===== src/core_pkg.sv =====
package core_pkg;

   // ==================================================
   // Widths
   // ==================================================

   localparam int NUM_ARCH_REGS = 32;
   localparam int REG_ADDR_W    = 5;

   // The ROB holds 2**ROB_ID_W entries.
   localparam int ROB_ID_W = 5;

   typedef logic [REG_ADDR_W-1:0] t_reg_addr;
   typedef logic [ROB_ID_W-1:0]   t_rob_id;

   // ==================================================
   // Micro-op and rename result
   // ==================================================

   // One register operand of a micro-op.
   typedef struct packed {
      logic      used;
      t_reg_addr addr;
   } t_opnd;

   typedef struct packed {
      logic [7:0]  opcode;
      t_opnd       src1;
      t_opnd       src2;
      t_opnd       dst;
      logic [15:0] imm;
      logic [15:0] simid;
   } t_uinstr;

   // Producer of a source operand, valid only while pending is set.
   typedef struct packed {
      t_rob_id robid;
      logic    pending;
   } t_psrc;

   typedef struct packed {
      t_rob_id robid;
      t_psrc   psrc1;
      t_psrc   psrc2;
   } t_rename_pkt;

   // ==================================================
   // Dispatch, flush and config
   // ==================================================

   typedef struct packed {
      t_uinstr     uinstr;
      t_rename_pkt rename;
      logic [3:0]  meta;
   } t_disp_pkt;

   typedef struct packed {
      logic        valid;
      logic [15:0] reason;
   } t_nuke_pkt;

   typedef struct packed {
      logic       valid;
      logic [1:0] addr;
      logic [7:0] data;
   } t_cfg_wr;

   localparam logic [1:0] CFG_CREDIT_LIMIT_ADDR = 2'd0;
   localparam logic [1:0] CFG_ENABLE_ADDR       = 2'd1;

endpackage


===== src/alloc.sv =====
`timescale 1ns/1ps

module alloc #(
   parameter int RS_DEPTH = 4
) (
   input  logic                  clk,
   input  logic                  rst,
   input  logic                  valid_in,
   input  core_pkg::t_uinstr     uinstr_in,
   input  core_pkg::t_rename_pkt rename_in,
   input  core_pkg::t_nuke_pkt   nuke_in,
   input  logic [7:0]            credit_limit,
   input  logic                  dispatch_enable,
   input  logic                  robid_full,
   input  logic                  credit_return,
   output logic                  ready_out,
   output logic                  accept,
   output logic                  disp_valid,
   output core_pkg::t_disp_pkt   disp_pkt
);

   core_pkg::t_disp_pkt disp_pkt_ra0;
   core_pkg::t_disp_pkt disp_pkt_ra1;
   logic                valid_ra1_q;

   logic [7:0] credit_cnt;
   logic [7:0] credit_step;
   logic [7:0] credit_next;
   logic [7:0] reload_val;
   logic       reload_q;
   logic       credit_avail;

   // ==================================================
   // RA0: accept and build the packet
   // ==================================================

   // The micro-op sitting in RA1 has not spent its credit yet.
   assign credit_avail = credit_cnt > {7'd0, valid_ra1_q};
   assign ready_out    = credit_avail && !robid_full && dispatch_enable && !nuke_in.valid;
   assign accept       = valid_in && ready_out;

   always_comb begin
      disp_pkt_ra0.uinstr = uinstr_in;
      disp_pkt_ra0.rename = rename_in;
      disp_pkt_ra0.meta   = '0;
   end

   // ==================================================
   // RA1: registered dispatch
   // ==================================================

   always_ff @(posedge clk) begin
      if (rst) begin
         valid_ra1_q <= 1'b0;
      end else begin
         valid_ra1_q <= accept;
      end
   end

   always_ff @(posedge clk) begin
      if (accept) begin
         disp_pkt_ra1 <= disp_pkt_ra0;
      end
   end

   // A flush in this cycle kills the packet before it reaches the buffer.
   assign disp_valid = valid_ra1_q && !nuke_in.valid;
   assign disp_pkt   = disp_pkt_ra1;

   // ==================================================
   // Credits
   // ==================================================

   assign reload_val = (credit_limit > 8'(RS_DEPTH)) ? 8'(RS_DEPTH) : credit_limit;

   // A lowered limit trims the counter, and returns then only refill up to it.
   always_comb begin
      credit_step = credit_cnt - {7'd0, disp_valid} + {7'd0, credit_return};
      credit_next = (credit_step > credit_limit) ? credit_limit : credit_step;
   end

   // The counter stays empty through reset and loads on the first cycle after it.
   always_ff @(posedge clk) begin
      if (rst) begin
         reload_q   <= 1'b1;
         credit_cnt <= '0;
      end else begin
         reload_q   <= 1'b0;
         credit_cnt <= (reload_q || nuke_in.valid) ? reload_val : credit_next;
      end
   end

   // The counter can never promise more slots than the buffer holds.
   a_credit_within_depth : assert property (
      @(posedge clk) disable iff (rst) credit_cnt <= 8'(RS_DEPTH)
   ) else $error("alloc: credit counter above the buffer depth");

endmodule


===== src/alloc_cfg_regs.sv =====
`timescale 1ns/1ps

module alloc_cfg_regs #(
   parameter int RS_DEPTH = 4
) (
   input  logic              clk,
   input  logic              rst,
   input  core_pkg::t_cfg_wr cfg_wr,
   output logic [7:0]        credit_limit,
   output logic              dispatch_enable
);

   logic [7:0] limit_wr;

   // A limit above the buffer size would let alloc overrun it.
   assign limit_wr = (cfg_wr.data > 8'(RS_DEPTH)) ? 8'(RS_DEPTH) : cfg_wr.data;

   always_ff @(posedge clk) begin
      if (rst) begin
         credit_limit    <= 8'(RS_DEPTH);
         dispatch_enable <= 1'b1;
      end else if (cfg_wr.valid) begin
         case (cfg_wr.addr)
            core_pkg::CFG_CREDIT_LIMIT_ADDR: credit_limit <= limit_wr;
            core_pkg::CFG_ENABLE_ADDR:       dispatch_enable <= cfg_wr.data[0];
            default: ;
         endcase
      end
   end

   // A limit of zero would stall dispatch for good.
   a_limit_nonzero : assert property (
      @(posedge clk) disable iff (rst)
         (cfg_wr.valid && (cfg_wr.addr == core_pkg::CFG_CREDIT_LIMIT_ADDR))
            |-> (cfg_wr.data != '0)
   ) else $error("alloc_cfg_regs: credit limit written with zero");

endmodule


===== src/alloc_top.sv =====
`timescale 1ns/1ps

module alloc_top #(
   parameter int RS_DEPTH  = 4,
   parameter int ROB_DEPTH = 32
) (
   input  logic                clk,
   input  logic                rst,
   input  logic                valid_in,
   input  core_pkg::t_uinstr   uinstr_in,
   input  core_pkg::t_nuke_pkt nuke_in,
   input  logic                retire_valid,
   input  core_pkg::t_cfg_wr   cfg_wr,
   input  logic                issue_ready,
   output logic                ready_out,
   output logic                issue_valid,
   output core_pkg::t_disp_pkt issue_pkt
);

   core_pkg::t_rename_pkt rename;
   core_pkg::t_disp_pkt   disp_pkt;
   core_pkg::t_rob_id     oldest_robid;
   logic                  robid_full;
   logic                  accept;
   logic                  disp_valid;
   logic                  credit_return;
   logic [7:0]            credit_limit;
   logic                  dispatch_enable;

   rename_map u_rename_map (
      .clk          (clk),
      .rst          (rst),
      .src1_addr    (uinstr_in.src1.addr),
      .src2_addr    (uinstr_in.src2.addr),
      .wr_valid     (accept && uinstr_in.dst.used),
      .wr_addr      (uinstr_in.dst.addr),
      .wr_robid     (rename.robid),
      .retire_valid (retire_valid),
      .retire_robid (oldest_robid),
      .nuke         (nuke_in.valid),
      .src1_pending (rename.psrc1.pending),
      .src2_pending (rename.psrc2.pending),
      .src1_robid   (rename.psrc1.robid),
      .src2_robid   (rename.psrc2.robid)
   );

   robid_alloc #(.ROB_DEPTH(ROB_DEPTH)) u_robid_alloc (
      .clk          (clk),
      .rst          (rst),
      .alloc_valid  (accept),
      .retire_valid (retire_valid),
      .nuke         (nuke_in.valid),
      .next_robid   (rename.robid),
      .oldest_robid (oldest_robid),
      .full         (robid_full)
   );

   alloc_cfg_regs #(.RS_DEPTH(RS_DEPTH)) u_cfg (
      .clk             (clk),
      .rst             (rst),
      .cfg_wr          (cfg_wr),
      .credit_limit    (credit_limit),
      .dispatch_enable (dispatch_enable)
   );

   alloc #(.RS_DEPTH(RS_DEPTH)) u_alloc (
      .clk             (clk),
      .rst             (rst),
      .valid_in        (valid_in),
      .uinstr_in       (uinstr_in),
      .rename_in       (rename),
      .nuke_in         (nuke_in),
      .credit_limit    (credit_limit),
      .dispatch_enable (dispatch_enable),
      .robid_full      (robid_full),
      .credit_return   (credit_return),
      .ready_out       (ready_out),
      .accept          (accept),
      .disp_valid      (disp_valid),
      .disp_pkt        (disp_pkt)
   );

   rs_buffer #(.RS_DEPTH(RS_DEPTH)) u_rs_buffer (
      .clk           (clk),
      .rst           (rst),
      .disp_valid    (disp_valid),
      .disp_pkt      (disp_pkt),
      .issue_ready   (issue_ready),
      .nuke          (nuke_in.valid),
      .issue_valid   (issue_valid),
      .issue_pkt     (issue_pkt),
      .credit_return (credit_return)
   );

endmodule


===== src/rename_map.sv =====
`timescale 1ns/1ps

module rename_map (
   input  logic                clk,
   input  logic                rst,
   input  core_pkg::t_reg_addr src1_addr,
   input  core_pkg::t_reg_addr src2_addr,
   input  logic                wr_valid,
   input  core_pkg::t_reg_addr wr_addr,
   input  core_pkg::t_rob_id   wr_robid,
   input  logic                retire_valid,
   input  core_pkg::t_rob_id   retire_robid,
   input  logic                nuke,
   output logic                src1_pending,
   output logic                src2_pending,
   output core_pkg::t_rob_id   src1_robid,
   output core_pkg::t_rob_id   src2_robid
);

   // Last producer of each architectural register.
   core_pkg::t_rob_id robid_q [core_pkg::NUM_ARCH_REGS];
   logic [core_pkg::NUM_ARCH_REGS-1:0] pending_q;

   logic dst_write;

   // Register 0 is hardwired, so it never gets a producer.
   assign dst_write = wr_valid && (wr_addr != '0);

   // ==================================================
   // Source lookup
   // ==================================================

   // Sources read the map as it stood before this cycle's destination write,
   // so a micro-op that reads and writes the same register sees the older producer.
   assign src1_pending = pending_q[src1_addr];
   assign src2_pending = pending_q[src2_addr];
   assign src1_robid   = robid_q[src1_addr];
   assign src2_robid   = robid_q[src2_addr];

   // ==================================================
   // Map update
   // ==================================================

   always_ff @(posedge clk) begin
      if (rst) begin
         for (int i = 0; i < core_pkg::NUM_ARCH_REGS; i++) begin
            robid_q[i] <= '0;
         end
      end else if (dst_write) begin
         robid_q[wr_addr] <= wr_robid;
      end
   end

   always_ff @(posedge clk) begin
      if (rst) begin
         pending_q <= '0;
      end else if (nuke) begin
         // Every in-flight producer is gone after a flush.
         pending_q <= '0;
      end else begin
         // Retirement clears every register still mapped to the retiring id.
         for (int i = 0; i < core_pkg::NUM_ARCH_REGS; i++) begin
            if (retire_valid && pending_q[i] && (robid_q[i] == retire_robid)) begin
               pending_q[i] <= 1'b0;
            end
         end
         // A new producer wins over a retire on the same register.
         if (dst_write) begin
            pending_q[wr_addr] <= 1'b1;
         end
      end
   end

endmodule


===== src/robid_alloc.sv =====
`timescale 1ns/1ps

module robid_alloc #(
   parameter int ROB_DEPTH = 32
) (
   input  logic              clk,
   input  logic              rst,
   input  logic              alloc_valid,
   input  logic              retire_valid,
   input  logic              nuke,
   output core_pkg::t_rob_id next_robid,
   output core_pkg::t_rob_id oldest_robid,
   output logic              full
);

   localparam int CNT_W = $clog2(ROB_DEPTH + 1);

   // Pointers wrap on their own width, so the depth must fill the id space.
   if (ROB_DEPTH != (1 << core_pkg::ROB_ID_W)) begin : g_depth_check
      $error("robid_alloc: ROB_DEPTH must equal 2**ROB_ID_W");
   end

   core_pkg::t_rob_id head_q;
   core_pkg::t_rob_id tail_q;
   core_pkg::t_rob_id head_next;
   logic [CNT_W-1:0]  count_q;

   assign next_robid   = tail_q;
   assign oldest_robid = head_q;
   assign full         = (count_q == CNT_W'(ROB_DEPTH));

   assign head_next = retire_valid ? head_q + 1'b1 : head_q;

   always_ff @(posedge clk) begin
      if (rst) begin
         head_q  <= '0;
         tail_q  <= '0;
         count_q <= '0;
      end else if (nuke) begin
         // Drop every younger id. A retire in the same cycle still counts.
         head_q  <= head_next;
         tail_q  <= head_next;
         count_q <= '0;
      end else begin
         head_q  <= head_next;
         tail_q  <= alloc_valid ? tail_q + 1'b1 : tail_q;
         count_q <= count_q + CNT_W'(alloc_valid) - CNT_W'(retire_valid);
      end
   end

   // Retire frees the oldest id, so one has to be outstanding.
   a_no_retire_underflow : assert property (
      @(posedge clk) disable iff (rst) retire_valid |-> (count_q != '0)
   ) else $error("robid_alloc: retire with no robid allocated");

endmodule


===== src/rs_buffer.sv =====
`timescale 1ns/1ps

module rs_buffer #(
   parameter int RS_DEPTH = 4
) (
   input  logic                clk,
   input  logic                rst,
   input  logic                disp_valid,
   input  core_pkg::t_disp_pkt disp_pkt,
   input  logic                issue_ready,
   input  logic                nuke,
   output logic                issue_valid,
   output core_pkg::t_disp_pkt issue_pkt,
   output logic                credit_return
);

   localparam int PTR_W = (RS_DEPTH > 1) ? $clog2(RS_DEPTH) : 1;
   localparam int CNT_W = $clog2(RS_DEPTH + 1);

   core_pkg::t_disp_pkt entries [RS_DEPTH];

   logic [PTR_W-1:0] head_q;
   logic [PTR_W-1:0] tail_q;
   logic [CNT_W-1:0] count_q;
   logic             do_issue;

   function automatic logic [PTR_W-1:0] ptr_inc(input logic [PTR_W-1:0] ptr);
      return (ptr == PTR_W'(RS_DEPTH - 1)) ? '0 : ptr + 1'b1;
   endfunction

   // ==================================================
   // Issue side
   // ==================================================

   assign issue_valid = (count_q != '0);
   assign issue_pkt   = entries[head_q];
   assign do_issue    = issue_valid && issue_ready;

   // On a flush alloc reloads its credits, so none come back from here.
   assign credit_return = do_issue && !nuke;

   // ==================================================
   // Storage and pointers
   // ==================================================

   always_ff @(posedge clk) begin
      if (disp_valid) begin
         entries[tail_q] <= disp_pkt;
      end
   end

   always_ff @(posedge clk) begin
      if (rst || nuke) begin
         head_q  <= '0;
         tail_q  <= '0;
         count_q <= '0;
      end else begin
         if (disp_valid) begin
            tail_q <= ptr_inc(tail_q);
         end
         if (do_issue) begin
            head_q <= ptr_inc(head_q);
         end
         count_q <= count_q + CNT_W'(disp_valid) - CNT_W'(do_issue);
      end
   end

   // Alloc reserved a slot at acceptance, so a dispatch always finds room.
   a_no_overflow : assert property (
      @(posedge clk) disable iff (rst) disp_valid |-> (count_q < CNT_W'(RS_DEPTH))
   ) else $error("rs_buffer: dispatch into a full buffer");

endmodule


===== config.mk =====
export PLATFORM = sky130hd
export DESIGN_NAME = alloc_top
export DESIGN_NICKNAME = d
export VERILOG_FILES = /design/src/core_pkg.sv /design/src/alloc.sv /design/src/alloc_cfg_regs.sv /design/src/alloc_top.sv /design/src/rename_map.sv /design/src/robid_alloc.sv /design/src/rs_buffer.sv
export SDC_FILE = /design/constraint.sdc
export NUM_CORES = 1
export LEC_CHECK = 0
export ABC_AREA = 1
export BUFFER_PORTS_ARGS = -buffer_cell sky130_fd_sc_hd__buf_2
export CAP_MARGIN = 20
export CORE_ASPECT_RATIO = 0.6
export CORE_MARGIN = 2
export CORE_UTILIZATION = 44
export CTS_CLUSTER_DIAMETER = 80
export DETAILED_ROUTE_END_ITERATION = 8
export GPL_TIMING_DRIVEN = 1
export PLACE_DENSITY_LB_ADDON = 0.08
export SETUP_SLACK_MARGIN = 0.3
export SKIP_LAST_GASP = 1
export SLEW_MARGIN = 20
export SYNTH_ARGS = -nofsm -noshare
export SYNTH_HDL_FRONTEND = slang
export SYNTH_HIERARCHICAL = 1
export SYNTH_SLANG_ARGS = --single-unit

===== constraint.sdc =====
create_clock -name clk -period 6.48 [get_ports clk]
set_clock_uncertainty 0.1 [all_clocks]
set_input_delay 0.648 -clock clk [delete_from_list [all_inputs] [get_ports clk]]
set_output_delay 0.648 -clock clk [all_outputs]
set_load 0.03 [all_outputs]

==> results of run 1 <==
worst paths after layout:
kind	slack, ns	depth (start not counted)	endpoint	startpoint
max	2.31	15	u_rename_map/robid_q[9][1]	u_alloc/credit_cnt[0]
min	0.07	1	u_alloc/disp_pkt[31]	uinstr_in[10]
max reg2reg	2.31	15	u_rename_map/robid_q[9][1]	u_alloc/credit_cnt[0]
min reg2reg	0.37	2	u_cfg/credit_limit[3]	u_cfg/credit_limit[3]
sequential cells by signal (all words and copies together), names as in the netlist, named ones only:
register and flops:
u_rename_map/robid_q 160, u_rename_map/pending_q 32, u_cfg/credit_limit 8, u_robid_alloc/next_robid 5
u_rs_buffer/count_q 3, u_alloc/disp_pkt 75, u_alloc/credit_cnt 8, u_robid_alloc/count_q 6
u_alloc/valid_ra1_q 1, u_alloc/reload_q 1, u_rs_buffer/tail_q 2, u_robid_alloc/oldest_robid 5
u_rs_buffer/entries 316, u_cfg/dispatch_enable 1, u_rs_buffer/head_q 2
cells in the mapped netlist (41+ instances only):
library cell,n,area (um^2)
dfxtp_1,76,1520
o21ai_1,46,230
inv_1,191,717
nand3_1,365,1830
o22ai_1,80,500
edfxtp_1,551,16500
nand2_1,865,3250
nor2_1,519,1950
nor3_1,41,205
a21oi_1,58,290
o21ai_0,176,881
clkbuf_1,115,432
per-layer routing:
| metal | share of wire [%] | track usage, % | vias up |
|---|---|---|---|
| li1 | - | - | 11300 |
| met1 | 45 | 39.8 | 11700 |
| met2 | 41 | 36.9 | 1109 |
| met3 | 11 | 5.86 | 129 |
| met4 | 2.1 | 6.67 | 2 |
| met5 | 0.016 | 0 | - |
power groups by stage:
| stage | logic [mW] | registers (mW) | clock network, mW |
|---|---|---|---|
| final | 1.45 | 4.73 | 3.48 |
| after global routing | 1.62 | 4.75 | 3.72 |
| after CTS | 1.44 | 4.73 | 3.57 |
| after detailed placement | 1.43 | 4.81 | 0 |
| after global placement | 1.43 | 4.80 | 0 |
| after floorplan | 1.01 | 4.78 | 0 |
through the flow:
stage	std cells	power, mW
after floorplan	3317	5.79
after global placement	4229	6.23
after detailed placement	4229	6.25
after CTS	4335	9.74
after global routing	4336	10.1
final	4337	9.66
cell families after synthesis:
kind of cell | count (synthesis) | synth area share (%)
xor gates and xnor gates | 28 | 0.838
DFF | 627 | 59.9
and+or+nand+nor | 1848 | 25.4
buffers and inverters | 395 | 5.51
AOI/OAI and AO/OA | 369 | 6.54
other | 2 | 0.0249
adders and majority gates | 41 | 1.77
cell type report:
cell class / count / area (um^2) / area share [%]
inverter: 203 / 779 / 2.33
timing repair buffer: 192 / 1050 / 3.15
tap: 912 / 1140 / 3.41
clock buffer: 71 / 1580 / 4.73
sequential: 627 / 18100 / 54.0
antenna: 2 / 5.00 / 0.0149
clock inverter: 35 / 350 / 1.05
multi-input combinational: 2295 / 10500 / 31.3
==> flow_summary.ini, run 1 <==
[routing]
viasPerCell = 5.58
drt_iter0_markers = 3170
dr.pass1.iters = 6
ant_nets = 0
wl_per_cell_um = 21.5
drc = 0
routed_wirelength_um = 93300
num_vias = 24200

[floorplan]
core_area_mm2 = 0.0680
start_util_pct = 44.4
num_io_pins = 172
rows = 74
die-width_um = 342
floorplan.die_area_mm2 = 0.0708
die_h_um = 207

[global_routing]
antenna_found_initial = 5
overflow = 0
grt_max_degree = 97
grt_pass1_vias = 22100
grt_pass1_wl_um = 138000
grt_use_total_pct = 26.0

[timing]
tns_ns = 0
hold_viol = 0
period_needed_ns = 4.17
tightest_slew_ns = 1.19
rsz0062_at_grt = no
min_period_over_period_pct = 64.3
drv_slew = 0
whs_ns = 0.0713
setup_viol = 0
fin_ws_ns = 2.31
fmax_ghz = 0.240
slew_headroom_pct = 20.4

[cts]
htree_levels = 2
cts_tree = built
cts_setup_buffers = 0
clockRootBuffer = clkbuf_16
cts_made_buffers = 59
cts.path.max_buffers = 3
clk_pin_slew_worst_paths_ns = 0.07
cts_resized = 0
hold_buffers = 0
cts_sinks = 627
clock_latency_ns = 0.66

[synthesis]
syn_area_mm2 = 0.0302
ys_seq_elements = 627
synth_cells = 3310
ys_seq_area_share_pct = 59.9
synth.distinct_cells = 45
synth_edf_count = 551
synth_top_flop_cell = edfxtp_1
syn_area_per_cell_um2 = 9.12
async_reset_ff_share_pct = 0
synth_warnings = 6

[critical_path]
path_cells = inv_1 -> ha_1 -> o211ai_1 -> nand2_1 -> nand3b_1 -> nand3_1 -> nor2_4 -> nand2_1 -> inv_1 -> inv_1 -> nor2_1 -> inv_1 -> nor2_1 -> inv_1 -> nand2_1
cp.required_ns = 6.72
max_stage_delay_ns = 0.89
crit_buf_inv = 5
critPathSlowestCell = nor2_1
critPathCaptureType = flop
worstSetupPathType = flop to flop
crit_top_cell = inv_1
start_kind = flop
cpLargestDelayFamily = simple AND/OR/NAND/NOR gates
crit_arrival_ns = 4.41
cp_max_fo = 9

[place]
gp_congestion = 0.897
placed_area_mm2 = 0.0315
numPortBuffers = 155
dp_hpwl_um = 57600
place_ws_ns = 2.38

[power_and_ir_drop]
p_sw_share_pct = 27.9
comb_power_share_pct = 15.0
leakagePower_nw = 12.9
p_clk_share_pct = 36.0
power_frac_seq_pct = 48.9
p_per_area_mw_per_mm2 = 289
peakVddDrop_mv = 0.194
power.switching_mw = 2.70
p_int_mw = 6.97

[run_status]
status = completed

[final_layout]
syn2layout_area_growth_pct = 11.0
final_util_pct = 49.3
final.fill_count = 6321
drive_gt1_share_pct = 9.67
nets = 3510
final_common_cell = nand2_1
final_cell_mix = nand2_1 (865), edfxtp_1 (551), nor2_1 (517)
postLayoutCellArea_mm2 = 0.0335

[flow_run]
drv_cap = 0

[min_path]
hp-class = input pin to flop
Note: power is estimated with default switching activity, not from simulation.
==> inputs of run 2 (changes only) <==
==> constraint.sdc (replaced) <==
create_clock -name clk -period 3.6 [get_ports clk]
set_clock_uncertainty 0.1 [all_clocks]
set_input_delay 0.36 -clock clk [delete_from_list [all_inputs] [get_ports clk]]
set_output_delay 0.36 -clock clk [all_outputs]
set_load 0.03 [all_outputs]
==> run 2 against run 1 <==
Register-to-register slack lost 1.8 ns. Sequential power up 80%. Cell count increased by 2.2%. Utilization increased by 1.9 points. Global-route usage rose by 0.26 points. Critical path type is now input pin to flop.
==> flow_summary.ini, run 2 (synthesis results as in run 1) <==
[critical_path]
start_kind = input pin
worstSetupPathType = input pin to flop
ff2ff_setup_slack_ns = 0.50
cp.required_ns = 4.07
crit_buf_inv = 6
critPathCaptureType = flop
cp_max_fo = 2
path_cells = dlygate4sd3_1 -> buf_2 -> nor2_2 -> dlygate4sd3_1 -> nand2_1 -> dlygate4sd3_1 -> nor2_2 -> dlygate4sd3_1 -> nand3_1 -> dlygate4sd3_1 -> a21oi_1
critPathSlowestCell = dlygate4sd3_1
rr_worst_depth = 19
max_stage_delay_ns = 0.56
crit_top_cell = dlygate4sd3_1
cpLargestDelayFamily = buffers and inverters
crit_arrival_ns = 3.64
worst-path-stages = 11

[final_layout]
final.fill_count = 6123
fin_cells = 4432
final_cell_mix = nand2_1 (812), edfxtp_1 (551), nor2_1 (507)
regArea_mm2 = 0.0181
nets = 3602
multi_input_area_mm2 = 0.0109
drive_gt1_share_pct = 12.4
syn2layout_area_growth_pct = 15.3
largest_register_ffs = 316
top_register = u_rs_buffer/entries
final_common_cell = nand2_1

[global_routing]
grt_pass1_vias = 22200
grt_pass1_wl_um = 139000
grt_use_total_pct = 26.2
grt_max_degree = 159
overflow = 0
antenna_found_initial = 4

[routing]
num_vias = 24500
ant_nets = 0
drc = 0
routed_wirelength_um = 94300
drt_iter0_markers = 2946
dr.pass1.iters = 5
wl_per_cell_um = 21.3
viasPerCell = 5.52

[cts]
clk_pin_slew_worst_paths_ns = 0.06
cts_made_buffers = 59
clock_latency_ns = 0.65
htree_levels = 2
cts_setup_buffers = 0
cts_sinks = 627
cts.path.max_buffers = 3
cts_tree = built
clockRootBuffer = clkbuf_16

[timing]
drv_slew = 0
slew_headroom_pct = 25.5
tightest_slew_ns = 1.12
period_needed_ns = 3.17
setup_viol = 0
rsz0062_at_grt = no
hold_viol = 0
min_period_over_period_pct = 88.0
fin_ws_ns = 0.431
fmax_ghz = 0.316

[floorplan]
die-width_um = 342
rows = 74
num_io_pins = 172
start_util_pct = 44.4
floorplan.die_area_mm2 = 0.0708
die_h_um = 207
core_area_mm2 = 0.0680

[place]
dp_hpwl_um = 59500
place_ws_ns = 0.445
gp_congestion = 0.954
numPortBuffers = 155
placed_cells = 4254

[flow_run]
drv_cap = 0

[min_path]
hold_depth = 1
hp-class = input pin to flop

[power_and_ir_drop]
peakVddDrop_mv = 0.343
leakagePower_nw = 13.4
p_per_area_mw_per_mm2 = 496

[run_status]
status = completed
## run 2: final cells by class
| type | instances | area share [%] |
|---|---|---|
| well taps | 912 | 3.28 |
| clock inverters | 33 | 0.662 |
| flip-flops and latches | 627 | 52.0 |
| inverters | 203 | 2.24 |
| diodes | 1 | 0.00719 |
| multi-input cells | 2295 | 31.3 |
| repair buffers | 284 | 5.96 |
| clock buffers | 77 | 4.63 |
## run 2: worst paths after layout
check                         startpoint                     to
setup / recovery               cfg_wr[5]  u_cfg/credit_limit[0]
hold / removal             uinstr_in[47]   u_alloc/disp_pkt[68]
setup reg to reg  u_rs_buffer/count_q[1]  u_alloc/credit_cnt[4]
hold reg to reg    u_cfg/credit_limit[5]  u_cfg/credit_limit[5]
## run 2: what timing repair did
action | 4_1_cts | 5_1_grt
endpoints found under the hold margin | 65 | 0
resized for setup | 0 | 5
endpoints found under the setup margin | 0 | 9
hold buffers | 67 | 0
## run 2: report_power, final
| group | switching [mW] | internal [mW] |
|---|---|---|
| logic | 1.91 | 0.846 |
| registers | 0.236 | 8.29 |
| clock network | 2.76 | 3.23 |
| total | 4.91 | 12.4 |
## run 2: metal layers
layer | global-route usage, % | up-vias | wire length [um]
met1 | 40.8 | 11800 | 44100
met3 | 5.57 | 126 | 9630
met2 | 37.2 | 1126 | 38800
met5 | 0 | - | 13
li1 | - | 11500 | -
met4 | 5.78 | 2 | 1720
## run 2: per-stage QoR
stage	power [mW]	setup TNS [ns]	utilization (%)	hold WS, ns	area [um^2]
floorplan	10.5	-0.323	-	0.288	30600
finish	17.3	0	51.2	0.0442	34800
detailed placement	11.3	0	47.5	0.353	32300
CTS	17.4	0	51.2	0.00596	34800
global placement	11.3	0	47.5	0.351	32300
global route	18.0	0	51.2	0.0182	34800
